<file path="config.mk">
export PLATFORM = sky130hd
export DESIGN_NAME = soc_interconnect
export DESIGN_NICKNAME = d
export VERILOG_FILES = /design/src/verilog/soc_pkg.sv /design/src/verilog/soc_interconnect.sv
export SDC_FILE = /design/constraint.sdc
export NUM_CORES = 1
export LEC_CHECK = 0
export ABC_AREA = 1
export CAP_MARGIN = 25
export CORE_AREA = 5 5 73 75
export DETAILED_ROUTE_END_ITERATION = 7
export DIE_AREA = 0 0 78 80
export DONT_BUFFER_PORTS = 1
export MAX_ROUTING_LAYER = met4
export SKIP_CTS_REPAIR_TIMING = 1
export SYNTH_ARGS = -nofsm -noshare
export SYNTH_HDL_FRONTEND = slang
export SYNTH_SLANG_ARGS = --single-unit
</file>
<file path="constraint.sdc">
create_clock -name clk -period 1.5 [get_ports clk]
set_input_delay 0.15 -clock clk [delete_from_list [all_inputs] [get_ports clk]]
set_output_delay 0.15 -clock clk [all_outputs]
set_load 0.02 [all_outputs]
</file>
<file path="src/verilog/soc_pkg.sv">
package soc_pkg;

    // ~~~~~~~~~~~~~~~~~~~~~~~~~~~~~~~~~~~~~~~~~~~~~~~~~~
    // bus and data types
    // ~~~~~~~~~~~~~~~~~~~~~~~~~~~~~~~~~~~~~~~~~~~~~~~~~~
    typedef logic [31:0] word_t;
    typedef logic [31:0] addr_t;
    typedef logic [3:0]  sel_t;
    typedef logic [7:0]  byte_t;
    typedef logic [3:0]  region_t;

    // ~~~~~~~~~~~~~~~~~~~~~~~~~~~~~~~~~~~~~~~~~~~~~~~~~~
    // memory map
    // ~~~~~~~~~~~~~~~~~~~~~~~~~~~~~~~~~~~~~~~~~~~~~~~~~~
    // the region code sits in the top nibble of the byte address.
    localparam int region_start_bit = 28;

    localparam region_t region_rom         = 4'd1;
    localparam region_t region_ram         = 4'd2;
    localparam region_t region_led         = 4'd3;
    localparam region_t region_uart_data   = 4'd4;
    localparam region_t region_uart_status = 4'd5;

    localparam int rom_bits = 4;
    localparam int ram_bits = 8;

    // ~~~~~~~~~~~~~~~~~~~~~~~~~~~~~~~~~~~~~~~~~~~~~~~~~~
    // uart
    // ~~~~~~~~~~~~~~~~~~~~~~~~~~~~~~~~~~~~~~~~~~~~~~~~~~
    localparam int fifo_bits      = 4;
    localparam int uart_clock_div = 8;

    localparam int status_tx_full_bit  = 0;
    localparam int status_rx_empty_bit = 1;

    typedef enum logic [1:0] {
        tx_idle,
        tx_start,
        tx_data,
        tx_stop
    } uart_tx_state_t;

    typedef enum logic [1:0] {
        rx_idle,
        rx_start,
        rx_data,
        rx_stop
    } uart_rx_state_t;

endpackage

</file>
<file path="src/verilog/soc_interconnect.sv">
`timescale 1ns/1ns

module soc_interconnect (
    input  logic           clk,
    input  logic           rst,
    input  logic           cyc,
    input  logic           stb,
    input  soc_pkg::addr_t adr,
    input  soc_pkg::word_t dat_w,
    input  logic           we,
    output soc_pkg::word_t dat_r,
    output logic           ack,
    output soc_pkg::byte_t leds,
    output logic           mem_stb,
    output logic           mem_rom_sel,
    output logic           uart_stb,
    output logic           uart_status_sel,
    input  soc_pkg::word_t mem_rdata,
    input  soc_pkg::word_t uart_rdata,
    input  logic           mem_ack,
    input  logic           uart_ack
);
    import soc_pkg::*;

    region_t region;
    region_t region_q;
    logic    req;
    logic    is_mem;
    logic    is_uart;
    logic    local_stb;
    logic    local_ack;

    assign region  = adr[31:region_start_bit];
    assign req     = cyc && stb;
    assign is_mem  = (region == region_rom) || (region == region_ram);
    assign is_uart = (region == region_uart_data) || (region == region_uart_status);

    assign mem_stb         = req && is_mem;
    assign mem_rom_sel     = (region == region_rom);
    assign uart_stb        = req && is_uart;
    assign uart_status_sel = (region == region_uart_status);

    // LED and unmapped accesses are answered here.
    assign local_stb = req && !is_mem && !is_uart;

    always_ff @(posedge clk) begin
        if (rst) begin
            local_ack <= 1'b0;
            region_q  <= '0;
            leds      <= '0;
        end else begin
            local_ack <= local_stb && !local_ack;
            if (req) begin
                region_q <= region;
            end
            if (local_stb && !local_ack && we && region == region_led) begin
                leds <= dat_w[7:0];
            end
        end
    end

    assign ack = mem_ack || uart_ack || local_ack;

    always_comb begin
        case (region_q)
            region_rom, region_ram:                 dat_r = mem_rdata;
            region_uart_data, region_uart_status:   dat_r = uart_rdata;
            region_led:                             dat_r = word_t'(leds);
            default:                                dat_r = '0;
        endcase
    end

    // the master keeps stb up until it has seen ack.
    ack_needs_stb: assert property (@(posedge clk) disable iff (rst) ack |-> stb);

    one_target: assert property (@(posedge clk) disable iff (rst) !(mem_stb && uart_stb));

endmodule

</file>
* After elaboration in Yosys (flattened, before gate mapping)
Cells that the tools add are included.
** Cells by class
- Reductions and logical operators :: 17
- Multiplexer cells :: 1
- Eq/ne operators :: 10
** Operators by type and width (count)
- $pmux W32 S3 :: 1
- $eq A4 B2 Y1 const B :: 4
- $eq A4 B3 Y1 const B :: 4
- $eq A4 B1 Y1 const B :: 2
- $logic_and A1 B1 Y1 :: 8
- $logic_or A1 B1 Y1 :: 4
- $reduce_or A2 Y1 :: 2
- $logic_not A1 Y1 :: 3
** Word-level totals
- Logic and storage cells :: 31
- Output and inout bits :: 45
- Register bits after elaboration :: 13

* Depth between registers and ports, before layout
- Depth after elaboration :: 8
- Gate-level depth with buffers :: 8

* Least setup slack after synthesis
No wires, ideal clock.
- Path kind :: register to output
- From :: register region_q[3]
- To :: output dat_r[0]
- Cell stages (with the launch flop) :: 6
- Buffers on the path :: 1
- Required time :: 1.350 ns
- Path slack :: 0.279 ns
- Arrival :: 1.071 ns
- Cells stage by stage :: dfxtp_1 nor2_1 o21a_1 buf_2 nand3_1 o211ai_1
** On the way
- Longest elaborated chain between the ends :: 3
- Elaborated cells between the ends (all ways) :: 8
- Classes of those cells :: eq/ne: 5; mux: 1; reduce/logical: 2
** Ends and longest elaborated chain
- start: declaration :: line soc_interconnect.sv:26 : region_t region_q;
- start signal: assignment :: line soc_interconnect.sv:54 : region_q <= region;
- $eq A4 B3 Y1 (tied with other cells) :: line soc_interconnect.sv:65 : case (region_q)
- $reduce_or A2 Y1 :: line soc_interconnect.sv:65
- $pmux W32 S3 * :: line soc_interconnect.sv:65
- end: declaration :: line soc_interconnect.sv:11 : output soc_pkg::word_t dat_r,
Every way passes the cells marked *; elsewhere a longest branch is shown, timed or not.

* Worst setup path in the final report
- From :: register region_q[2]
- To :: output dat_r[12]
The elaborated chain is that of the path after synthesis.

==> metrics.yaml <==
place_worst_setup_slack_ps: 151
dpl-instance-area_sq_mm: 0.00133
grt.overflow.total: 0
row_count: 25
cts-buffers-inserted: 3
drcViolationCount: 0
violations: "setup timing"
start_kind: "flop"
design.core.area_sq_mm: 0.00460
hold-path-endpoint: "region_q[1]"
r2r_slack_ps: 490
ys_warn_count: 0
vias_per_cell: 5.09
grt_pass1_wl_um: 5850
min_path_type: "primary input to flop"
drt-initial-drc-count: 26
cts.reportedPaths.clkPinSlew_ps: 60
cp.required_ps: 1350
powerDensity_mw_per_mm2: 690
finalCriticalPeriod_ps: 1570
cp_data_arrival_time_ps: 1420
fin_skew_ps: 1.94
cts_buffer_depth: 2
tns_ps: -1240
yosys.cell_count.top_type: "nand2_1"
drive_above_1_share: 0.338
max-slew-margin-rel: 0.732
antenna_found_initial: 0
setup_viol: 32
maxCapViolations: 0
finalCritPeriodShare: 1.05
place_congestion: 0.748
drv_slew: 0
hold_viol: 0
p_total_w: 0.00119
start_util: 0.258
grt_usage: 0.116
wl_per_cell_um: 16.3
fin_ws_ps: -71.1
synth_flop_cell: "dfxtp_1"
status: "finished, violations left"
leakagePower_nw: 0.801
reg2reg_depth: 7
fin_area_sq_mm: 0.00173
path_class: "flop to output port"
clock-sinks: 13
dieHeight_um: 80
cts_root_buf: "clkbuf_8"
drt_first_pass_iters: 5
synth_edf_count: 0
io_pins: 180
synth.top_cell.area_share: 0.243
grt_max_degree: 33
syn_avg_cell_area_sq_um: 5.55
yosys-top-cells-area: "nand2_1 (24%), dfxtp_1 (22%), nand3_1 (14%)"
portBuffers: 0
critPathMaxFanout: 8
synth_cell_types: 23
synth_nets: 349
fp.dieW_um: 78
peakVddDrop_mv: 0.402
insertion_delay_ps: 240
endpoint_kind: "output port"
synth-seq-cells: 13
r2r_end: "leds[0]"
seq_area_frac_synth: 0.219
synth_top_cell_by_area: "nand2_1"
postRouteAntennaNets: 0
netlist_area_sq_mm: 0.00119
fmax_mhz: 637
reg2reg_from: "local_ack"
area_growth_syn_to_layout_pct: 45.3
tritoncts: "yes"
post-dp-hpwl_um: 3240
syn-instance-count: 214
grt_pass1_vias: 1358
holdCritStartpoint: "adr[29]"
num_vias: 1451
tightest_slew_ps: 401
die_area_sq_mm: 0.00624
h-tree-depth: 1
rsz0062_at_grt: "yes"
n_antenna_cell: 0
drt-total-wl_um: 4640
ys_async_sr_fraction: 0
fin_nets: 367
min_path_cells: 2
yosys-top-cells-count: "nand2_1 (77), nand3_1 (34), inv_1 (29), nor2_1 (15), dfxtp_1 (13)"
-- through the flow --
stage / std cells / hold slack, ps / utilization
finish: 285 / 51.3 / 0.375
global route: 285 / 61.3 / 0.375
CTS: 274 / -32.1 / 0.300
detailed placement: 270 / 225 / 0.290
global placement: 270 / 223 / 0.290
floorplan: 214 / 222 / -
-- power by group --
part / total (W) / internal, W / switching (W)
registers: 0.000369 / 0.000355 / 0.0000146
logic: 0.000510 / 0.000199 / 0.000310
clock network: 0.000312 / 0.000187 / 0.000125
-- cell type report --
class / instances / area (sq um)
clock buffer: 4 / 45.0
tap: 54 / 67.6
multi-input combinational: 159 / 918
fill: 501 / 2870
inverter: 31 / 120
timing repair buffer: 24 / 305
sequential: 13 / 269
-- placed cells by master, fill, tap and decap left out, drive strengths merged, types with 8 or more instances in the layout --
cell type and count:
nor2 17, nand2 79, buf 19, inv 30
dfxtp 13, o211ai 8, nand3 36, nand4 8
clkbuf 8
-- layer usage --
metal	routed length [um]	vias up	global-route usage
li1	-	720	-
met2	2480	76	0.222
met4	14	0	0.0355
met1	1690	653	0.119
met5	0	-	-
met3	455	2	0.0226
-- logic make-up after synthesis --
logic type             share of synthesized area
DFF                                        0.219
AOI/OAI and AO/OA                         0.0885
and+or+nand+nor                            0.551
buffers and inverters                      0.141
-- how the worst max path moves through the flow --
stage | startpoint | endpoint | slack [ps] | cells after the start
global placement | region_q[3] | dat_r[1] | 170 | 6
CTS | region_q[3] | dat_r[1] | -120 | 6
finish | region_q[2] | dat_r[12] | -70 | 6
global route | region_q[2] | dat_r[12] | -160 | 6
detailed placement | region_q[3] | dat_r[7] | 150 | 6
floorplan | region_q[3] | dat_r[0] | 280 | 5
-- critical path: stages, from the launching register on --
cell       delay [ps]
dfxtp_4           370
inv_4              40
nor3_4            270
buf_6             160
clkbuf_16         140
nand2_1            70
nand2_2           130
-- registers in the layout, indices dropped and copies added (netlist names) --
signal and cells:
leds 8, local_ack 1, region_q 4
(Power assumes the default switching activity.)
