$ cat src/verilog/soc_pkg.sv
package soc_pkg;

    // ~~~~~~~~~~~~~~~~~~~~~~~~~~~~~~~~~~~~~~~~~~~~~~~~~~
    // bus and data types
    // ~~~~~~~~~~~~~~~~~~~~~~~~~~~~~~~~~~~~~~~~~~~~~~~~~~
    typedef logic [31:0] word_t;
    typedef logic [31:0] addr_t;
    typedef logic [3:0]  sel_t;
    typedef logic [7:0]  byte_t;
    typedef logic [3:0]  region_t;

    // ~~~~~~~~~~~~~~~~~~~~~~~~~~~~~~~~~~~~~~~~~~~~~~~~~~
    // memory map
    // ~~~~~~~~~~~~~~~~~~~~~~~~~~~~~~~~~~~~~~~~~~~~~~~~~~
    // the region code sits in the top nibble of the byte address.
    localparam int region_start_bit = 28;

    localparam region_t region_rom         = 4'd1;
    localparam region_t region_ram         = 4'd2;
    localparam region_t region_led         = 4'd3;
    localparam region_t region_uart_data   = 4'd4;
    localparam region_t region_uart_status = 4'd5;

    localparam int rom_bits = 4;
    localparam int ram_bits = 8;

    // ~~~~~~~~~~~~~~~~~~~~~~~~~~~~~~~~~~~~~~~~~~~~~~~~~~
    // uart
    // ~~~~~~~~~~~~~~~~~~~~~~~~~~~~~~~~~~~~~~~~~~~~~~~~~~
    localparam int fifo_bits      = 4;
    localparam int uart_clock_div = 8;

    localparam int status_tx_full_bit  = 0;
    localparam int status_rx_empty_bit = 1;

    typedef enum logic [1:0] {
        tx_idle,
        tx_start,
        tx_data,
        tx_stop
    } uart_tx_state_t;

    typedef enum logic [1:0] {
        rx_idle,
        rx_start,
        rx_data,
        rx_stop
    } uart_rx_state_t;

endpackage

$ cat src/verilog/byte_fifo.sv
`timescale 1ns/1ns

module byte_fifo (
    input  logic           clk,
    input  logic           rst,
    input  logic           push,
    input  logic           pop,
    input  soc_pkg::byte_t wdata,
    output soc_pkg::byte_t rdata,
    output logic           full,
    output logic           empty
);
    import soc_pkg::*;

    byte_t mem [0:(1 << fifo_bits) - 1];

    logic [fifo_bits-1:0] wr_ptr;
    logic [fifo_bits-1:0] rd_ptr;
    logic [fifo_bits:0]   count;
    logic                 do_push;
    logic                 do_pop;

    assign full  = count[fifo_bits];
    assign empty = (count == '0);

    // a full FIFO still takes a byte when the head leaves in the same cycle.
    assign do_push = push && (!full || pop);
    assign do_pop  = pop && !empty;

    assign rdata = mem[rd_ptr];

    always_ff @(posedge clk) begin
        if (do_push) begin
            mem[wr_ptr] <= wdata;
        end
    end

    always_ff @(posedge clk) begin
        if (rst) begin
            wr_ptr <= '0;
            rd_ptr <= '0;
            count  <= '0;
        end else begin
            if (do_push) begin
                wr_ptr <= wr_ptr + 1'b1;
            end
            if (do_pop) begin
                rd_ptr <= rd_ptr + 1'b1;
            end
            case ({do_push, do_pop})
                2'b10:   count <= count + 1'b1;
                2'b01:   count <= count - 1'b1;
                default: count <= count;
            endcase
        end
    end

    no_pop_empty: assert property (@(posedge clk) disable iff (rst) pop |-> !empty);

    no_push_full: assert property (@(posedge clk) disable iff (rst) (push && full) |-> pop);

endmodule

$ cat src/verilog/uart_port.sv
`timescale 1ns/1ns

module uart_port (
    input  logic           clk,
    input  logic           rst,
    input  logic           uart_stb,
    input  logic           uart_status_sel,
    input  logic           we,
    input  soc_pkg::word_t dat_w,
    output soc_pkg::word_t uart_rdata,
    output logic           uart_ack,
    output logic           tx,
    input  logic           rx
);
    import soc_pkg::*;

    byte_t tx_head;
    byte_t rx_head;
    byte_t rx_byte;
    word_t status;
    logic  tx_full;
    logic  tx_empty;
    logic  tx_pop;
    logic  rx_full;
    logic  rx_empty;
    logic  rx_push;
    logic  go;
    logic  data_wr;
    logic  data_rd;
    logic  status_rd;

    // a data access waits here while its FIFO cannot serve it.
    assign go        = uart_stb && !uart_ack;
    assign data_wr   = go && !uart_status_sel && we && !tx_full;
    assign data_rd   = go && !uart_status_sel && !we && !rx_empty;
    assign status_rd = go && uart_status_sel;

    always_comb begin
        status                      = '0;
        status[status_tx_full_bit]  = tx_full;
        status[status_rx_empty_bit] = rx_empty;
    end

    always_ff @(posedge clk) begin
        if (rst) begin
            uart_ack <= 1'b0;
        end else begin
            uart_ack <= data_wr || data_rd || status_rd;
        end
    end

    always_ff @(posedge clk) begin
        if (data_rd) begin
            uart_rdata <= word_t'(rx_head);
        end else if (status_rd) begin
            uart_rdata <= status;
        end
    end

    byte_fifo tx_fifo (
        .clk(clk), .rst(rst), .push(data_wr), .pop(tx_pop), .wdata(dat_w[7:0]),
        .rdata(tx_head), .full(tx_full), .empty(tx_empty)
    );

    uart_tx i_uart_tx (
        .clk(clk), .rst(rst), .empty(tx_empty), .data(tx_head), .pop(tx_pop), .tx(tx)
    );

    // a byte that finds the receive FIFO full is lost.
    byte_fifo rx_fifo (
        .clk(clk), .rst(rst), .push(rx_push && !rx_full), .pop(data_rd), .wdata(rx_byte),
        .rdata(rx_head), .full(rx_full), .empty(rx_empty)
    );

    uart_rx i_uart_rx (
        .clk(clk), .rst(rst), .rx(rx), .data(rx_byte), .push(rx_push)
    );

endmodule

$ cat src/verilog/uart_rx.sv
`timescale 1ns/1ns

module uart_rx (
    input  logic           clk,
    input  logic           rst,
    input  logic           rx,
    output soc_pkg::byte_t data,
    output logic           push
);
    import soc_pkg::*;

    uart_rx_state_t                    state;
    byte_t                             shift;
    logic [$clog2(uart_clock_div)-1:0] cnt;
    logic [2:0]                        bit_idx;
    logic                              rx_meta;
    logic                              rx_sync;
    logic                              half_point;
    logic                              bit_end;

    assign half_point = (int'(cnt) == uart_clock_div / 2 - 1);
    assign bit_end    = (int'(cnt) == uart_clock_div - 1);

    always_ff @(posedge clk) begin
        if (rst) begin
            rx_meta <= 1'b1;
            rx_sync <= 1'b1;
            state   <= rx_idle;
            cnt     <= '0;
            bit_idx <= '0;
        end else begin
            rx_meta <= rx;
            rx_sync <= rx_meta;
            cnt     <= cnt + 1'b1;
            case (state)
                rx_idle: begin
                    cnt <= '0;
                    if (!rx_sync) begin
                        state <= rx_start;
                    end
                end
                // a glitch shorter than half a bit is not a start bit.
                rx_start: begin
                    if (half_point) begin
                        cnt     <= '0;
                        bit_idx <= '0;
                        state   <= rx_sync ? rx_idle : rx_data;
                    end
                end
                rx_data: begin
                    if (bit_end) begin
                        cnt     <= '0;
                        bit_idx <= bit_idx + 1'b1;
                        if (bit_idx == 3'd7) begin
                            state <= rx_stop;
                        end
                    end
                end
                default: begin
                    if (bit_end) begin
                        state <= rx_idle;
                    end
                end
            endcase
        end
    end

    // bits arrive LSB first and enter at the top.
    always_ff @(posedge clk) begin
        if (state == rx_data && bit_end) begin
            shift <= {rx_sync, shift[7:1]};
        end
    end

    assign data = shift;

    // a low stop bit means a framing error, and the byte is not pushed.
    assign push = (state == rx_stop) && bit_end && rx_sync;

endmodule

$ cat src/verilog/uart_tx.sv
`timescale 1ns/1ns

module uart_tx (
    input  logic           clk,
    input  logic           rst,
    input  logic           empty,
    input  soc_pkg::byte_t data,
    output logic           pop,
    output logic           tx
);
    import soc_pkg::*;

    uart_tx_state_t                    state;
    byte_t                             shift;
    logic [$clog2(uart_clock_div)-1:0] cnt;
    logic [2:0]                        bit_idx;
    logic                              bit_end;

    assign bit_end = (int'(cnt) == uart_clock_div - 1);

    // the head byte is taken as soon as the line is idle.
    assign pop = (state == tx_idle) && !empty;

    always_ff @(posedge clk) begin
        if (rst) begin
            state   <= tx_idle;
            cnt     <= '0;
            bit_idx <= '0;
        end else begin
            cnt <= (state == tx_idle || bit_end) ? '0 : cnt + 1'b1;
            case (state)
                tx_idle: begin
                    if (pop) begin
                        state <= tx_start;
                    end
                end
                tx_start: begin
                    if (bit_end) begin
                        state   <= tx_data;
                        bit_idx <= '0;
                    end
                end
                tx_data: begin
                    if (bit_end) begin
                        bit_idx <= bit_idx + 1'b1;
                        if (bit_idx == 3'd7) begin
                            state <= tx_stop;
                        end
                    end
                end
                default: begin
                    if (bit_end) begin
                        state <= tx_idle;
                    end
                end
            endcase
        end
    end

    always_ff @(posedge clk) begin
        if (pop) begin
            shift <= data;
        end else if (state == tx_data && bit_end) begin
            shift <= shift >> 1;
        end
    end

    assign tx = (state == tx_start) ? 1'b0 : (state == tx_data) ? shift[0] : 1'b1;

endmodule
$ cat config.mk
export PLATFORM = sky130hd
export DESIGN_NAME = uart_port
export DESIGN_NICKNAME = d
export VERILOG_FILES = /design/src/verilog/soc_pkg.sv /design/src/verilog/byte_fifo.sv /design/src/verilog/uart_port.sv /design/src/verilog/uart_rx.sv /design/src/verilog/uart_tx.sv
export SDC_FILE = /design/constraint.sdc
export NUM_CORES = 1
export LEC_CHECK = 0
export BUFFER_PORTS_ARGS = -buffer_cell sky130_fd_sc_hd__buf_4
export CORE_MARGIN = 8
export CORE_UTILIZATION = 55
export CTS_CLUSTER_SIZE = 10
export DETAILED_ROUTE_END_ITERATION = 10
export PLACE_DENSITY = 0.76
export SLEW_MARGIN = 20
export SYNTH_ARGS = -nofsm -noshare
export SYNTH_HDL_FRONTEND = slang
export SYNTH_HIERARCHICAL = 1
export SYNTH_SLANG_ARGS = --single-unit
$ cat constraint.sdc
create_clock -name clk -period 3.6 [get_ports clk]
set_input_delay 0.54 -clock clk [delete_from_list [all_inputs] [get_ports clk]]
set_output_delay 0.54 -clock clk [all_outputs]
set_load 0.03 [all_outputs]
# [After elaboration in Yosys (flattened, before gate mapping)]
# Memories as Yosys holds them, arrays and structs flattened. A register that Yosys moved wholly into a read port is not among the register bits.
# Cells that the tools add are included.
[word_totals] out_inout_bits=34 inputBits=38 ff_bits=69 word_cells=138 memories=2 ramBits=256
[classes] n_mux=38 n_addsub=12 n_reduce_logical=46 eq_ne=22
[memory_table] name="rx_fifo.mem" depth=16 word_bits=8 rd=1 rd_clocked_by_memory_dff=1 write_ports=1 line="byte_fifo.sv:15" text="byte_t mem [0:(1 << fifo_bits) - 1];"
[memory_table] name="tx_fifo.mem" depth=16 word_bits=8 rd=1 rd_clocked_by_memory_dff=1 write_ports=1 line="byte_fifo.sv:15"
[op_table] operator="2-to-1 mux 8 bit" count=4
[op_table] operator="2-to-1 mux 2 bit" count=11
[op_table] operator="one-hot mux 5 bit (2 select lines)" count=2
[op_table] operator="2-to-1 mux 3 bit" count=6
[op_table] operator="logical AND 1 bit" count=17
[op_table] operator="adder 4 x 1 -> 4 bit, second input constant" count=4
[op_table] operator="2-to-1 mux 4 bit" count=4
[op_table] operator="nonzero test 2 bit" count=7
[op_table] operator="adder 3 x 1 -> 3 bit, second input constant" count=4
[op_table] operator="inequality test 2 x 1 -> 1 bit, second input constant" count=6
[op_table] operator="one-hot mux 2 bit (3 select lines)" count=2
[op_table] operator="one-hot mux 3 bit (2 select lines)" count=2
[op_table] operator="adder 5 x 1 -> 5 bit, second input constant" count=2
[op_table] operator="equality test 2 bit, second input constant" count=5
[op_table] operator="logical NOT 5 bit" count=2
[op_table] operator="AND reduction 5 bit" count=2
[op_table] operator="subtractor 5 x 1 -> 5 bit, second input constant" count=2
[op_table] operator="equality test 3 bit, second input constant" count=3
[op_table] operator="one-hot mux 3 bit (3 select lines)" count=1
[op_table] operator="equality test 2 x 1 -> 1 bit, second input constant" count=4
[op_table] operator="logical NOT 1 bit" count=7
[op_table] operator="equality test 3 x 1 -> 1 bit, second input constant" count=2
[op_table] operator="2-to-1 mux 1 bit" count=6
[op_table] operator="AND reduction 3 bit" count=2
[op_table] operator="other kinds (5)" count=11

# [Logic depth before layout (Yosys ltp)]
# Gate-level depths: netlist of the first run.
[logic_depth] ltp_word=9 depth_mapped=15 ltp_nobuf=14

# [Hierarchy]
# Netlist of the first run, hierarchy kept.
[modules_own_cells] module="byte_fifo" cells_per_inst=296 area_each_um2=5859.4 seq_area_each_um2=4184.0 instances=2
[modules_own_cells] module="uart_tx" cells_per_inst=65 area_each_um2=783.3 seq_area_each_um2=400.4 instances=1
[modules_own_cells] module="uart_rx" cells_per_inst=66 area_each_um2=764.5 seq_area_each_um2=440.4 instances=1
[modules_own_cells] module="uart_port" cells_per_inst=52 area_each_um2=585.6 seq_area_each_um2=260.2 instances=1

# [Least setup slack after synthesis of the first run]
# OpenSTA, ideal clock, no wires.
[synth_timing] kind="flip-flop to flip-flop" start="register rx_fifo.count[1]" end="register rx_fifo.count[4]" setup_ns=0.123 required_ns=3.477 path_stages_with_launch=15 period_less_slack_ns=3.404 setup_slack_ns=0.196 arrival_ns=3.281 path_buffers=1 cell_sequence="dfxtp_1 > or4_1 > nor2_1 > nor4_4 > inv_1 > a21boi_1 > inv_1 > ha_1 > clkbuf_1 > xor2_1 > ha_1 > o21ai_0 > a22o_1 > nor4_1 > mux2_1"
[synth_between] elab_chain_cells=7 word_cells_on_any_way=12 cone_classes="2 x add/sub; 2 x eq/ne; 1 x mux; 7 x reduce/logical"
[synth_lines] item="start: declaration" line="byte_fifo.sv:19" text="logic [fifo_bits:0] count;"
[synth_lines] item="start signal: assignment" line="byte_fifo.sv:51" text="2'b10: count <= count + 1'b1;"
[synth_lines] item="start signal: assignment" line="byte_fifo.sv:52" text="2'b01: count <= count - 1'b1;"
[synth_lines] item="start signal: assignment" line="byte_fifo.sv:53" text="default: count <= count;"
[synth_lines] item="logical NOT 5 bit *" line="byte_fifo.sv:24" text="assign empty = (count == '0);"
[synth_lines] item="net rx_empty" line="uart_port.sv:25" text="logic rx_empty;"
[synth_lines] item="logical NOT 1 bit *" line="uart_port.sv:35" text="assign data_rd = go && !uart_status_sel && !we && !rx_empty;"
[synth_lines] item="logical AND 1 bit *" line="uart_port.sv:35"
[synth_lines] item="net data_rd" line="uart_port.sv:29" text="logic data_rd;"
[synth_lines] item="logical OR 1 bit" line="byte_fifo.sv:27" text="assign do_push = push && (!full || pop);"
[synth_lines] item="logical AND 1 bit" line="byte_fifo.sv:27"
[synth_lines] item="equality test 2 x 1 -> 1 bit / equality test 2 bit (equally long branches)" line="byte_fifo.sv:50" text="case ({do_push, do_pop})"
[synth_lines] item="one-hot mux 5 bit (2 select lines) / nonzero test 2 bit (equally long branches)"
# The timed path passes the listed nets; every way through them passes the cells marked *.
# A chain may end at the register's enable or synchronous reset.

# [Worst setup path after layout of the first run]
[layout_timing] start="register rx_fifo.count[0]" end="register rx_fifo.count[4]"
[layout_between] word_cells_on_any_way=12 cone_classes="2 x add/sub; 2 x eq/ne; 1 x mux; 7 x reduce/logical"
[layout_lines] item="logical NOT 5 bit *" line="byte_fifo.sv:24"
[layout_lines] item="net rx_empty" line="uart_port.sv:25"
[layout_lines] item="logical NOT 1 bit *" line="uart_port.sv:35"
[layout_lines] item="logical AND 1 bit *" line="uart_port.sv:35"
[layout_lines] item="net data_rd" line="uart_port.sv:29"
[layout_lines] item="logical AND 1 bit *" line="byte_fifo.sv:28" text="assign do_pop = pop && !empty;"
[layout_lines] item="net rx_fifo.do_pop" line="byte_fifo.sv:21" text="logic do_pop;"
[layout_lines] item="equality test 2 x 1 -> 1 bit / equality test 2 bit (equally long branches)" line="byte_fifo.sv:50"
[layout_lines] item="one-hot mux 5 bit (2 select lines) / nonzero test 2 bit (equally long branches)"
# Marked as above.

==> results by stage, run 1 <==
Power and ir drop:
- The power density over the cells is 521 mW/mm².
- Summed over all cells, the static leakage comes to 5.24 nW.
- Power comes to 8.09 mW.
- The worst voltage drop across the vdd grid is 601 µV.

Finish:
- The most common cell after layout, fill and taps aside is sky130_fd_sc_hd__edfxtp_1.
- The number of diodes added for antenna fixing is 0.
- Cells with a size suffix above 1 make up 18.6% of the layout.
- The multi-input combinational cells in the finished layout cover a total of 0.00402 mm².
- The post-route core utilization is 62.2%.
- In the layout the commonest cells are 280 x sky130_fd_sc_hd__edfxtp_1, 74 x sky130_fd_sc_hd__nor2_1, 53 x sky130_fd_sc_hd__dfxtp_1.
- The design area is 0.0155 mm².
- The non-filler instance count after layout is 1185.
- Compared with the post-synthesis result, the final layout area differs by 12.1%.
- The layout has 1697 filler cells.
- The net count reported at finish is 899.
- The sequential standard cell area is 0.00947 mm².

Worst setup path:
- Setup slack on the worst reg-to-reg path comes out at 0.21 ns.
- The most numerous cell type found on the critical path is sky130_fd_sc_hd__ha_1.
- For this run, the slowest stage of the critical path takes 0.60 ns.
- The family of cells with the greatest summed delay on the critical path is simple AND/OR/NAND/NOR gates.
- The critical path contains buffers and inverters numbering 0 combined.
- STA classifies the critical path endpoint as a flop.
- The worst setup path is of the flop to flop kind.
- At the worst endpoint, the required time is 4.02 ns.
- For this design, the slowest cell found on the critical path is sky130_fd_sc_hd__or4_1.
- The critical path startpoint category is a flop.
- Traced cell by cell, the critical path runs through or4_1, nor2_2, nor4_4, o21a_1, ha_1, ha_1, a31o_1, a22o_1, nor4_2, mux2_1.
- Data arrives at the worst endpoint at 3.81 ns.
- The maximum fanout along the worst path is 5.

Synth:
- The async set or reset register ratio after synthesis is 0%.
- The number of cells produced by synthesis is 775.
- For this run, the register share of the synthesized area comes to 68.4%.
- In the synthesized netlist the dominant register cell turns out to be sky130_fd_sc_hd__edfxtp_1.
- After synthesis the cells add up to 0.0139 mm².
- The count of yosys warnings during synthesis is 6.
- The distinct cell type count after synthesis is 55.
- The count of flip-flops with a built-in enable after synthesis is 280.
- Averaged over all synthesized cells, the footprint is 17.9 µm².
- In this run, synthesis produced a sequential element count of 333.

Detailed routing:
- The total iterations of the first detailed-routing run is 5.
- For this block, the via count after detailed routing is 7007.
- The average wire length per cell after detail routing is 22.3 µm.
- The count of nets left with antenna violations once routing finished came out at 0.
- The post-detailed-routing wire length is 26400 µm.
- In the routed layout, each cell is associated on average with a via count of 5.91.
- After detailed routing, the number of remaining DRC violations is 0.
- For this block, the initial DRC count from the detailed router was 656.

Placed design:
- The count of buffers added on input and output ports is 23.
- Once placement finished, the instance area stood at 0.0143 mm².
- The final RePlAce weighted congestion is 0.753.
- Prior to clock tree synthesis, the placed netlist has a worst setup slack of 0.0590 ns.
- The number of cells after detailed placement is 1116.
- Once detailed placement completed, the half-perimeter wirelength came to 16600 µm.

Run status:
- The run finished with clean final reports.

Global routing:
- The global-route usage over all layers is 17.4%.
- The first global-routing pass estimated 41600 µm of wire.
- The number of antenna violations at the first check in global routing was 0.
- The number of global-route vias before repair is 7234.
- Entering global routing, the biggest net connects 61 pins.
- After global routing the overflow that remains totals 0.

Floorplanning:
- Once the floorplan was initialized, standard cells occupied 55.5% of the core.
- 72 I/O pins were placed.
- The die width is 175 µm.
- The die footprint is 0.0305 mm².
- In this run the standard cell core region covers 0.0250 mm².
- The floorplan has 58 rows.
- The overall die height is 175 µm.

Timing:
- The worst-margin pin slew is 0.916 ns.
- The post-route fraction of the period consumed by the critical path is 94.0%.
- Setup violations remaining at the end of the flow were counted as 0.
- Setup repair after global routing left no endpoint under its margin.
- The total negative setup slack is 0 ns.
- The final-report hold violation count came to 0.
- The number of max-slew violations in the final report is 0.
- Based on the critical path, the design can be clocked at up to 0.295 GHz.
- The worst pin sits at a relative slew slack of 38.7%.
- The worst hold slack after final layout is 0.222 ns.
- The worst-case clock skew is 0.0396 ns.
- Across all setup checks in the final design, the least slack found is 0.215 ns.
- The routed design could run at a clock period as short as 3.39 ns.

Worst hold path:
- The type of the most critical hold path is input pin to flop.

CTS:
- The insertion delay to the later sink of the worst-skew pair is 0.54 ns.
- The number of buffers inserted during clock tree synthesis is 40.
- The clock net sink count is 333.
- TritonCTS built the clock tree.
- The deepest level of the CTS H-tree is 2.
- The largest buffer count on any clock path is 3.
- The clock-pin slew on the worst setup and hold paths is 0.06 ns.
- The root buffer cell is sky130_fd_sc_hd__clkbuf_16.

Flow run:
- The max-cap violation count is 0.
cell usage after synthesis, drive strengths merged (2+ instances only):
cell / n / share of area, %
nor3: 20 / 0.72
dfxtp: 53 / 7.7
mux2i: 6 / 0.43
o21ai: 3 / 0.11
nand2b: 11 / 0.51
clkbuf: 17 / 0.46
and2: 9 / 0.46
inv: 14 / 0.38
mux2: 12 / 1.0
edfxtp: 280 / 61
a22oi: 2 / 0.11
a31o: 2 / 0.13
nor2b: 7 / 0.32
and3b: 2 / 0.13
a21o: 4 / 0.23
a2111oi: 3 / 0.25
xor2: 12 / 0.76
nor3b: 6 / 0.33
or4: 2 / 0.11
a22o: 2 / 0.13
a21oi: 9 / 0.33
o22ai: 2 / 0.090
or2: 2 / 0.090
mux4: 80 / 14
nor4: 6 / 0.38
a211o: 2 / 0.13
o21a: 4 / 0.22
buf: 44 / 2.6
nand4: 5 / 0.23
ha: 31 / 2.8
nand2: 31 / 0.86
a21boi: 2 / 0.11
xnor2: 6 / 0.38
a32oi: 2 / 0.13
nor2: 76 / 2.1
worst reg2reg max path, delay by kind of cell (launching register included):
kind	cells	cell delay (ns)
mux	1	0.35
fa+ha+maj	2	0.60
simple gates	4	1.26
flops	1	0.36
compound gates	3	0.69
state kept, by name, summed over array words and instances (netlist names), named ones only:
| signal | count |
|---|---|
| i_uart_rx/bit_idx | 3 |
| i_uart_rx/cnt | 3 |
| i_uart_rx/data | 8 |
| i_uart_rx/rx_meta | 1 |
| i_uart_rx/rx_sync | 1 |
| i_uart_rx/state | 2 |
| i_uart_tx/bit_idx | 3 |
| i_uart_tx/cnt | 3 |
| i_uart_tx/shift | 8 |
| i_uart_tx/state | 2 |
| rx_fifo/count | 5 |
| rx_fifo/mem | 128 |
| rx_fifo/rd_ptr | 4 |
| rx_fifo/wr_ptr | 4 |
| tx_fifo/count | 5 |
| tx_fifo/mem | 128 |
| tx_fifo/rd_ptr | 4 |
| tx_fifo/wr_ptr | 4 |
| uart_ack | 1 |
| uart_rdata | 8 |
area by class of cell:
cell class | count | share of cell area (%)
inverter | 14 | 0.338
sequential | 333 | 61.0
clock inverter | 6 | 0.701
multi-input combinational | 390 | 25.9
tap | 330 | 2.66
clock buffer | 61 | 7.02
timing repair buffer | 51 | 2.47
power breakdown:
group / switching, mW / total [mW] / internal [mW]
Combinational: 0.165 / 0.256 / 0.0907
Sequential: 0.0160 / 4.20 / 4.18
Clock: 1.46 / 3.63 / 2.17
Total: 1.64 / 8.09 / 6.44
layer usage:
metal	global-route usage (%)	vias up	routed length (µm)
li1	-	3104	-
met1	21.1	3594	10200
met2	31.4	266	14200
met3	3.41	43	1510
met4	4.42	0	491
met5	0	-	0
kinds of logic after synthesis:
kind of cell	synth area share, %
AO/OA/AOI/OAI	2.09
other	0.0271
AND/OR/NAND/NOR	6.38
multiplexers	15.7
adder cells (fa/ha/maj)	2.80
buffers and inverters	3.47
XOR/XNOR	1.14
flip-flops	68.4
worst paths after layout:
| check | start | endpoint | depth (start not counted) |
|---|---|---|---|
| max reg2reg | rx_fifo/count[0] | rx_fifo/count[4] | 10 |
| min | rx | i_uart_rx/rx_meta | 2 |
| min reg2reg | i_uart_rx/rx_meta | i_uart_rx/rx_sync | 1 |
| max | rx_fifo/count[0] | rx_fifo/count[4] | 10 |
what timing repair did:
| action | in CTS | in global routing |
|---|---|---|
| buffers inserted | 0 | 2 |
| endpoints found under the hold margin | 0 | 0 |
| endpoints found under the setup margin | 0 | 2 |
| resized for setup | 0 | 7 |
| hold buffers | 0 | 0 |
(Power assumes the default switching activity.)
==> run 2: changes to the inputs <==
--- a/config.mk
+++ b/config.mk
@@ -6,8 +6,10 @@
 export NUM_CORES = 1
 export LEC_CHECK = 0
 export BUFFER_PORTS_ARGS = -buffer_cell sky130_fd_sc_hd__buf_4
+export CORE_ASPECT_RATIO = 0.5
 export CORE_MARGIN = 8
 export CORE_UTILIZATION = 55
+export CTS_CLUSTER_DIAMETER = 200
 export CTS_CLUSTER_SIZE = 10
 export DETAILED_ROUTE_END_ITERATION = 10
 export PLACE_DENSITY = 0.76
==> run 2 against run 1 <==
Global-route usage fell by 1.4 points. Critical endpoint is now tx_fifo/count[4]. Critical path type unchanged. Worst hold slack got worse by 0.0017 ns. Sequential power barely moved. Largest cell class unchanged.
==> results by stage, run 2 (synthesis results as in run 1) <==
Timing:
- Dividing the final minimum period by the clock period gives 92.6%.
- The post-route minimum period is 3.33 ns.
- The worst-case clock skew is 0.0185 ns.
- The number of max-slew violations in the final report is 0.
- Timing would allow up to 0.300 GHz.
- The worst-margin pin slew is 0.915 ns.
- Setup repair after global routing left no endpoint under its margin.
- The worst max-slew margin expressed relative to the limit is 38.8%.
- Across all hold checks on the routed design, the worst slack comes to 0.220 ns.
- The final-report hold violation count is 0.
- The final count of negative-setup-slack endpoints is 0.
- Setup total negative slack on the finished layout was measured at 0 ns.

CTS:
- The number of buffers inserted during clock tree synthesis is 39.
- The root buffer cell is sky130_fd_sc_hd__clkbuf_16.
- Counting along the longest clock path gives a buffer depth of 3.
- The tree built by TritonCTS fans out to 333 sinks.
- The clock-pin slew on the worst setup and hold paths is 0.06 ns.
- The number of buffers inserted by post-CTS setup repair is 0.
- The clock reaches the later pin of the worst-skew pair after 0.51 ns.
- TritonCTS built the clock tree.
- The clock tree synthesis step divided the H-tree into 2 levels.

Detailed routing:
- The average wire length per cell after detail routing is 20.6 µm.
- The average via count per standard cell is 5.70.
- The total iterations of the first detailed-routing run is 5.
- The first routing iteration left 565 violations.
- The count of unresolved DRC violations after routing is 0.
- The routed layout has 6754 vias.
- The remaining number of nets flagged by the antenna check after routing is 0.
- The post-detailed-routing wire length is 24300 µm.

Worst setup path:
- On the critical path, the stage with the largest delay is an instance of sky130_fd_sc_hd__or4_1.
- In this design, the critical path's most frequently occurring cell is sky130_fd_sc_hd__inv_1.
- Of all nets on the critical path, the largest fanout is 10.
- The arrival time of data at the critical path endpoint is 3.72 ns.
- The end of the worst register-to-register path is tx_fifo/count[4].
- The launching instance or port of the critical path is tx_fifo/count[0].
- The critical path is of the flop to flop type.
- The required time of the critical path is 3.99 ns.
- Measured in cells, the most critical reg-to-reg path has a length of 12.
- The end of the critical path is tx_fifo/count[4].
- For this run, the slowest stage of the critical path takes 0.56 ns.
- The type of element capturing the critical path is a flop.
- Walking the worst path, the cells encountered are or4_1, nor2_1, nor2b_1, inv_1, a21boi_1, inv_1, ha_2, ha_1, a31o_1, a22o_1, nor4_1, mux2_1.
- The critical path startpoint category is a flop.
- The reg2reg setup slack is 0.27 ns.
- The startpoint identified for the worst register-to-register timing path is tx_fifo/count[0].

Power and ir drop:
- Summing internal, switching and leakage power gives 7.76 mW.
- The power density over the cells is 505 mW/mm².
- The worst voltage drop across the vdd grid is 363 µV.
- The static leakage is 5.16 nW.

Floorplanning:
- In this run the standard cell core region covers 0.0250 mm².
- The floorplan row count is 41.
- From bottom edge to top edge, the die measures 128 µm.
- 72 I/O pins were placed.
- The initial core utilization is 55.4%.
- The die covers 0.0308 mm².
- The die width is 240 µm.

Placed design:
- At the end of routability-driven placement, the weighted congestion stood at 0.804.
- The half-perimeter wire length after detailed placement is 15400 µm.
- The count of buffers added on input and output ports is 23.
- Summing all placed instances gives a cell area of 0.0143 mm².

Finish:
- In the final layout, the registers with the most flip-flops are rx_fifo/mem x128, tx_fifo/mem x128.
- The share of final-layout standard cells stronger than drive strength 1 is 18.3%.
- 0 antenna diodes ended up in the layout.
- The top cell types in the final layout, fill and taps aside, are 280 x sky130_fd_sc_hd__edfxtp_1, 76 x sky130_fd_sc_hd__nor2_1, 51 x sky130_fd_sc_hd__dfxtp_1.
- Leaving out fill and tap cells, the most frequent cell in the layout is sky130_fd_sc_hd__edfxtp_1.
- Measured on the finished design, the core utilization comes to 61.6%.
- Summing all non-filler instances in the final layout gives an area of 0.0154 mm².
- The synthesis-to-layout area growth is 11.0%.
- The net count of the finished layout is 897.

Run status:
- The flow ran to the end, and the final reports show no timing, DRC or antenna violations.

Global routing:
- The global-route track usage on met1 is 20.1%.
- Entering global routing, the biggest net connects 61 pins.
- The met2 track utilization from global routing is 28.2%.
- The wire length of the first global-routing pass is 38000 µm.
- The global-route usage over all layers is 16.0%.
- The number of antenna violations at the first check in global routing is 0.
- After global routing, the most crowded layer is met2.
- For met3 alone, demand over resource in global routing was 3.05%.
- The number of global-route vias before repair is 6776.
- Summed over all layers, the global routing overflow is 0.

Flow run:
- The max-cap violation count is 0.

Worst hold path:
- In this run the worst hold path is classified as input pin to flop.
-- run 2: cell count changes in the layout (fill, tap and decap cells not counted), moves of 2 or more --
cell                       previous run  this run
sky130_fd_sc_hd__clkbuf_1            20        12
sky130_fd_sc_hd__dfxtp_1             53        51
sky130_fd_sc_hd__dfxtp_2              0         2
sky130_fd_sc_hd__ha_1                30        28
sky130_fd_sc_hd__ha_2                 1         3
sky130_fd_sc_hd__inv_6                0         2
sky130_fd_sc_hd__nor2_1              74        76
sky130_fd_sc_hd__nor2_2               2         0
-- run 2: worst min path at each step --
stage | end | depth (start not counted) | start
after floorplan | i_uart_rx/rx_sync | 1 | i_uart_rx/rx_meta
after global placement | i_uart_rx/rx_sync | 1 | i_uart_rx/rx_meta
after detailed placement | i_uart_rx/rx_sync | 1 | i_uart_rx/rx_meta
after CTS | i_uart_rx/rx_meta | 2 | rx
after global routing | i_uart_rx/rx_meta | 2 | rx
final | i_uart_rx/rx_meta | 2 | rx
-- run 2: timing repair --
| item | in CTS | in global routing |
|---|---|---|
| hold buffers | 0 | 0 |
| resized for setup | 0 | 6 |
| endpoints found under the setup margin | 0 | 2 |
-- run 2: layout make-up --
| type | instances | area (µm²) |
|---|---|---|
| clock buffer | 51 | 1020 |
| clock inverter | 2 | 17.5 |
| fill | 1717 | 9610 |
| inverter | 14 | 52.6 |
| multi-input combinational | 390 | 4010 |
| sequential | 333 | 9470 |
| tap | 344 | 430 |
| timing repair buffer | 50 | 375 |
-- run 2: per-stage QoR --
stage | setup WS (ns) | std cells
after floorplan | 0.196 | 798
after CTS | 0.112 | 1184
after global routing | 0.0392 | 1184
final | 0.268 | 1184
after detailed placement | 0.144 | 1131
after global placement | 0.215 | 1131
-- run 2: worst max-delay path, delay by kind of cell, from the launching register on --
kind | cells | cell delay (ns)
fa+ha+maj | 2 | 0.60
flops | 1 | 0.34
simple gates | 4 | 1.23
buf+inv | 2 | 0.19
compound gates | 3 | 0.52
mux | 1 | 0.35
-- run 2: where the power goes --
part	internal (mW)	switching, mW
clock network	1.96	1.35
logic	0.0903	0.157
registers	4.18	0.0188
-- run 2: routing by layer --
layer  part of all wire [%]  vias up  wire length (µm)
met5                      0        -                 0
met4                    2.2        0               524
met3                    5.6       35              1350
met2                     50      230             12200
met1                     42     3388             10200
li1                       -     3101                 -
==> run 3: changes to the inputs <==
--- a/config.mk
+++ b/config.mk
@@ -5,6 +5,7 @@
 export SDC_FILE = /design/constraint.sdc
 export NUM_CORES = 1
 export LEC_CHECK = 0
+export ABC_AREA = 1
 export BUFFER_PORTS_ARGS = -buffer_cell sky130_fd_sc_hd__buf_4
 export CORE_ASPECT_RATIO = 0.5
 export CORE_MARGIN = 8
==> run 3 against run 2 <==
Sequential share of layout area decreased by 2.0 points. Highest routed layer unchanged. First-iteration DRC count increased by 44%. Clock power increased by 6.6%. Final area increased by 3.3%. Setup slack improved by 0.69 ns. Routed wire length increased by 17%. Combinational power increased to 6.6 times the previous value.
==> results by stage, run 3 <==
Synth:
- The number of cells produced by synthesis is 1209.
- The sequential cell area fraction in the yosys report is 65.3%.
- The biggest area contributor in the post-synthesis netlist is sky130_fd_sc_hd__edfxtp_1.
- After Yosys synthesis, XOR and XNOR cells account for 0.725% of the synthesized area.
- The count of flip-flops with a built-in enable after synthesis is 280.
- Yosys printed 6 warnings.
- The mapped netlist covers 0.0145 mm².
- Summing the areas of all compound-gate instances in the mapped netlist gives 10.2% of the synthesized area.
- A synthesized cell averages 12.0 µm².
- After synthesis, the largest area contributor takes up 58.0% of total cell area.
- Of the total synthesized cell area, the portion taken by AND, OR, NAND and NOR gates is 8.96%.
- Ranked by total cell area, the synthesized netlist is headed by sky130_fd_sc_hd__edfxtp_1 58%, sky130_fd_sc_hd__dfxtp_1 7.3%, sky130_fd_sc_hd__mux2i_1 4.4%.
- After synthesis, the largest family of logic cells by area is compound AO/OA/AOI/OAI gates.
- The flop and latch count out of synthesis is 333.
- The async set or reset register ratio after synthesis is 0%.
- The most frequently used cell type in the post-synthesis netlist is sky130_fd_sc_hd__edfxtp_1.
- Of the total synthesized cell area, the portion taken by full adders, half adders and majority gates is 2.67%.
- Counting instances in the post-synthesis netlist gives the leading cell types as 280 x sky130_fd_sc_hd__edfxtp_1, 146 x sky130_fd_sc_hd__inv_1, 115 x sky130_fd_sc_hd__nand2_1.
- For this run, the leading register cell type out of synthesis is sky130_fd_sc_hd__edfxtp_1.
- The number of different library cells used by synthesis comes to 41.
- The multiplexer fraction of the synthesized cell area is 4.42%.

Worst setup path:
- The type of element capturing the critical path is a flop.
- At the worst endpoint, the required time is 4.01 ns.
- The family of cells with the greatest summed delay on the critical path is adder cells.
- The worst setup path is launched from a flop.
- The critical path goes through inv_1, ha_1, inv_1, nor2_4, o21ai_2, ha_1, xor2_1, ha_1, inv_1, nand2_1, nand2_1, nand3_1, nand3_1, nand2_1, inv_1.
- The maximum fanout along the worst path is 12.
- The critical path class is flop to flop.
- The peak per-stage delay on the critical path is 0.38 ns.
- The arrival time of data at the critical path endpoint is 3.06 ns.
- The sum of buffers and inverters on the critical path is 4.
- The critical-path cell with the highest stage delay is sky130_fd_sc_hd__dfxtp_1.
- The cell repeated most along the worst path is sky130_fd_sc_hd__inv_1.

Detailed routing:
- The post-detailed-routing wire length is 28400 µm.
- In the final routing, the length of wire on met1 measures 11900 µm.
- After detailed routing, the number of remaining DRC violations is 0.
- The highest routing layer actually used is met4.
- The via count is 8834.
- The violation count after the first detailed-route iteration is 812.
- The total iterations of the first detailed-routing run is 5.
- The met2 layer wire length in the routed design is 14000 µm.
- Using the TritonRoute via totals, the vias-per-cell ratio works out to 5.48.
- The remaining number of nets flagged by the antenna check after routing is 0.
- In the final routed layout, each cell accounts on average for 17.6 µm.
- The wire length on met3 is 1650 µm.

Run status:
- The flow ran to the end, and the final reports show no timing, DRC or antenna violations.

Timing:
- For the final routed database, the setup TNS stands at 0 ns.
- The number of max-slew violations in the final report was 0.
- Between clock sinks in the finished design, the worst skew comes to 0.0138 ns.
- The final count of negative-setup-slack endpoints is 0.
- The post-route minimum period is 2.65 ns.
- At the pin with the least slew margin, the transition time is 1.14 ns.
- Setup repair after global routing left no endpoint under its margin.
- The worst hold slack after final layout is 0.216 ns.
- The least setup slack across all paths after layout is 0.955 ns.
- The final-report hold violation count was 0.
- The maximum operating frequency is 0.378 GHz.
- Headroom to the max-slew limit came out at 24.1%.
- Of the available clock period, the critical path in the final layout requires 73.5%.

Finish:
- The net count reported at finish is 1299.
- The top cell types in the final layout, fill and taps aside, are 280 x sky130_fd_sc_hd__edfxtp_1, 146 x sky130_fd_sc_hd__inv_1, 115 x sky130_fd_sc_hd__nand2_1.
- The number of diodes added for antenna fixing is 0.
- The largest registers in the layout are rx_fifo/mem x128, tx_fifo/mem x128.
- The design area is 0.0159 mm².
- The synthesis-to-layout area growth is 9.57%.
- The non-filler instance count after layout is 1611.
- The most common cell after layout, fill and taps aside is sky130_fd_sc_hd__edfxtp_1.
- In the final layout, the share of cells above drive strength 1 is 10.3%.
- The post-route core utilization is 60.7%.

CTS:
- The number of buffers inserted by post-CTS setup repair is 0.
- The clock net sink count is 333.
- The clock passes through at most 3 buffers.
- The deepest level of the CTS H-tree is 2.
- The clock tree from TritonCTS is done.
- The number of buffers inserted during clock tree synthesis is 39.
- The root buffer cell is sky130_fd_sc_hd__clkbuf_16.
- The number of gates resized after CTS is 0.
- The number of hold buffers added after CTS is 0.
- The insertion delay to the later sink of the worst-skew pair is 0.52 ns.
- Clock-pin slew was measured on the worst setup and hold paths at 0.05 ns.

Floorplanning:
- The floorplan has 42 rows.
- From bottom edge to top edge, the die measures 131 µm.
- In this run the horizontal extent of the chip is 246 µm.
- The region available for standard cell placement spans 0.0262 mm².
- The die covers 0.0321 mm².
- Pin placement for this block handled 72 I/O pins.
- The initial utilization of the core area, before any placement, comes to 55.4%.

Placed design:
- The HPWL after detailed placement is 17600 µm.
- At the end of routability-driven placement, the weighted congestion stood at 0.838.
- The worst slack at placement is 1.01 ns.
- The count of buffers inserted at the top-level ports is 23.
- In this run, placement finished with an instance count of 1541.
- The instance area at placement is 0.0147 mm².

Global routing:
- The pin count of the biggest net entering global routing is 53.
- The remaining global-route overflow is 0.
- The first global-routing pass estimated 44700 µm of wire.
- The global-route usage over all layers is 17.6%.
- The number of antenna violations at the first check in global routing is 0.
- The number of global-route vias before repair is 8480.

Worst hold path:
- The tightest min-delay check is of the input pin to flop type.

Power and ir drop:
- The overall power of the completed layout is 9.68 mW.
- IR analysis of the VDD net gives a maximum drop of 272 µV.
- For this design the ratio of total power to cell area is 609 mW/mm².
- The analysis attributes to cell leakage a power of 5.79 nW.

Flow run:
- The max-cap violation count is 0.
-- run 3: cells by family after synthesis --
family          count (synthesis)
xor+xnor                       12
buf+inv                       230
fa+ha+maj                      31
flops                         333
mux                            64
compound gates                240
other cells                     1
simple gates                  298
-- run 3: final timing paths --
kind | end | depth (start not counted) | startpoint | slack (ns)
setup / recovery | tx_fifo/count[4] | 15 | i_uart_tx/state[0] | 0.95
hold / removal | i_uart_rx/rx_meta | 2 | rx | 0.22
setup reg to reg | tx_fifo/count[4] | 15 | i_uart_tx/state[0] | 0.95
hold reg to reg | i_uart_rx/rx_sync | 1 | i_uart_rx/rx_meta | 0.41
-- run 3: final cells by class --
cell class              instances  area (µm²)
well taps                     352         440
clock buffers                  69        1130
multi-input cells             669        4000
clock inverters                 1        8.76
repair buffers                 29         243
fillers                      1966       10300
inverters                     158         593
flip-flops and latches        333        9480
-- run 3: layer usage --
metal  GRT usage [%]  up-vias
li1                -     4207
met5               0        -
met2            30.7      262
met1            22.0     4306
met3            2.98       59
met4            6.90        0
-- run 3: power breakdown --
| group | switching [mW] | internal (mW) | leakage (nW) | total (mW) |
|---|---|---|---|---|
| clock network | 1.41 | 2.11 | 0.543 | 3.53 |
| logic | 1.06 | 0.583 | 2.29 | 1.64 |
| registers | 0.162 | 4.35 | 2.95 | 4.51 |
-- run 3: worst reg2reg max path, stage by stage (launching register included) --
cell and delay (ns):
sky130_fd_sc_hd__dfxtp_1 0.38, sky130_fd_sc_hd__inv_1 0.08, sky130_fd_sc_hd__ha_1 0.25, sky130_fd_sc_hd__inv_1 0.11, sky130_fd_sc_hd__nor2_4 0.08, sky130_fd_sc_hd__o21ai_2 0.38
sky130_fd_sc_hd__ha_1 0.37, sky130_fd_sc_hd__xor2_1 0.27, sky130_fd_sc_hd__ha_1 0.19, sky130_fd_sc_hd__inv_1 0.04, sky130_fd_sc_hd__nand2_1 0.08, sky130_fd_sc_hd__nand2_1 0.07
sky130_fd_sc_hd__nand3_1 0.07, sky130_fd_sc_hd__nand3_1 0.08, sky130_fd_sc_hd__nand2_1 0.06, sky130_fd_sc_hd__inv_1 0.03
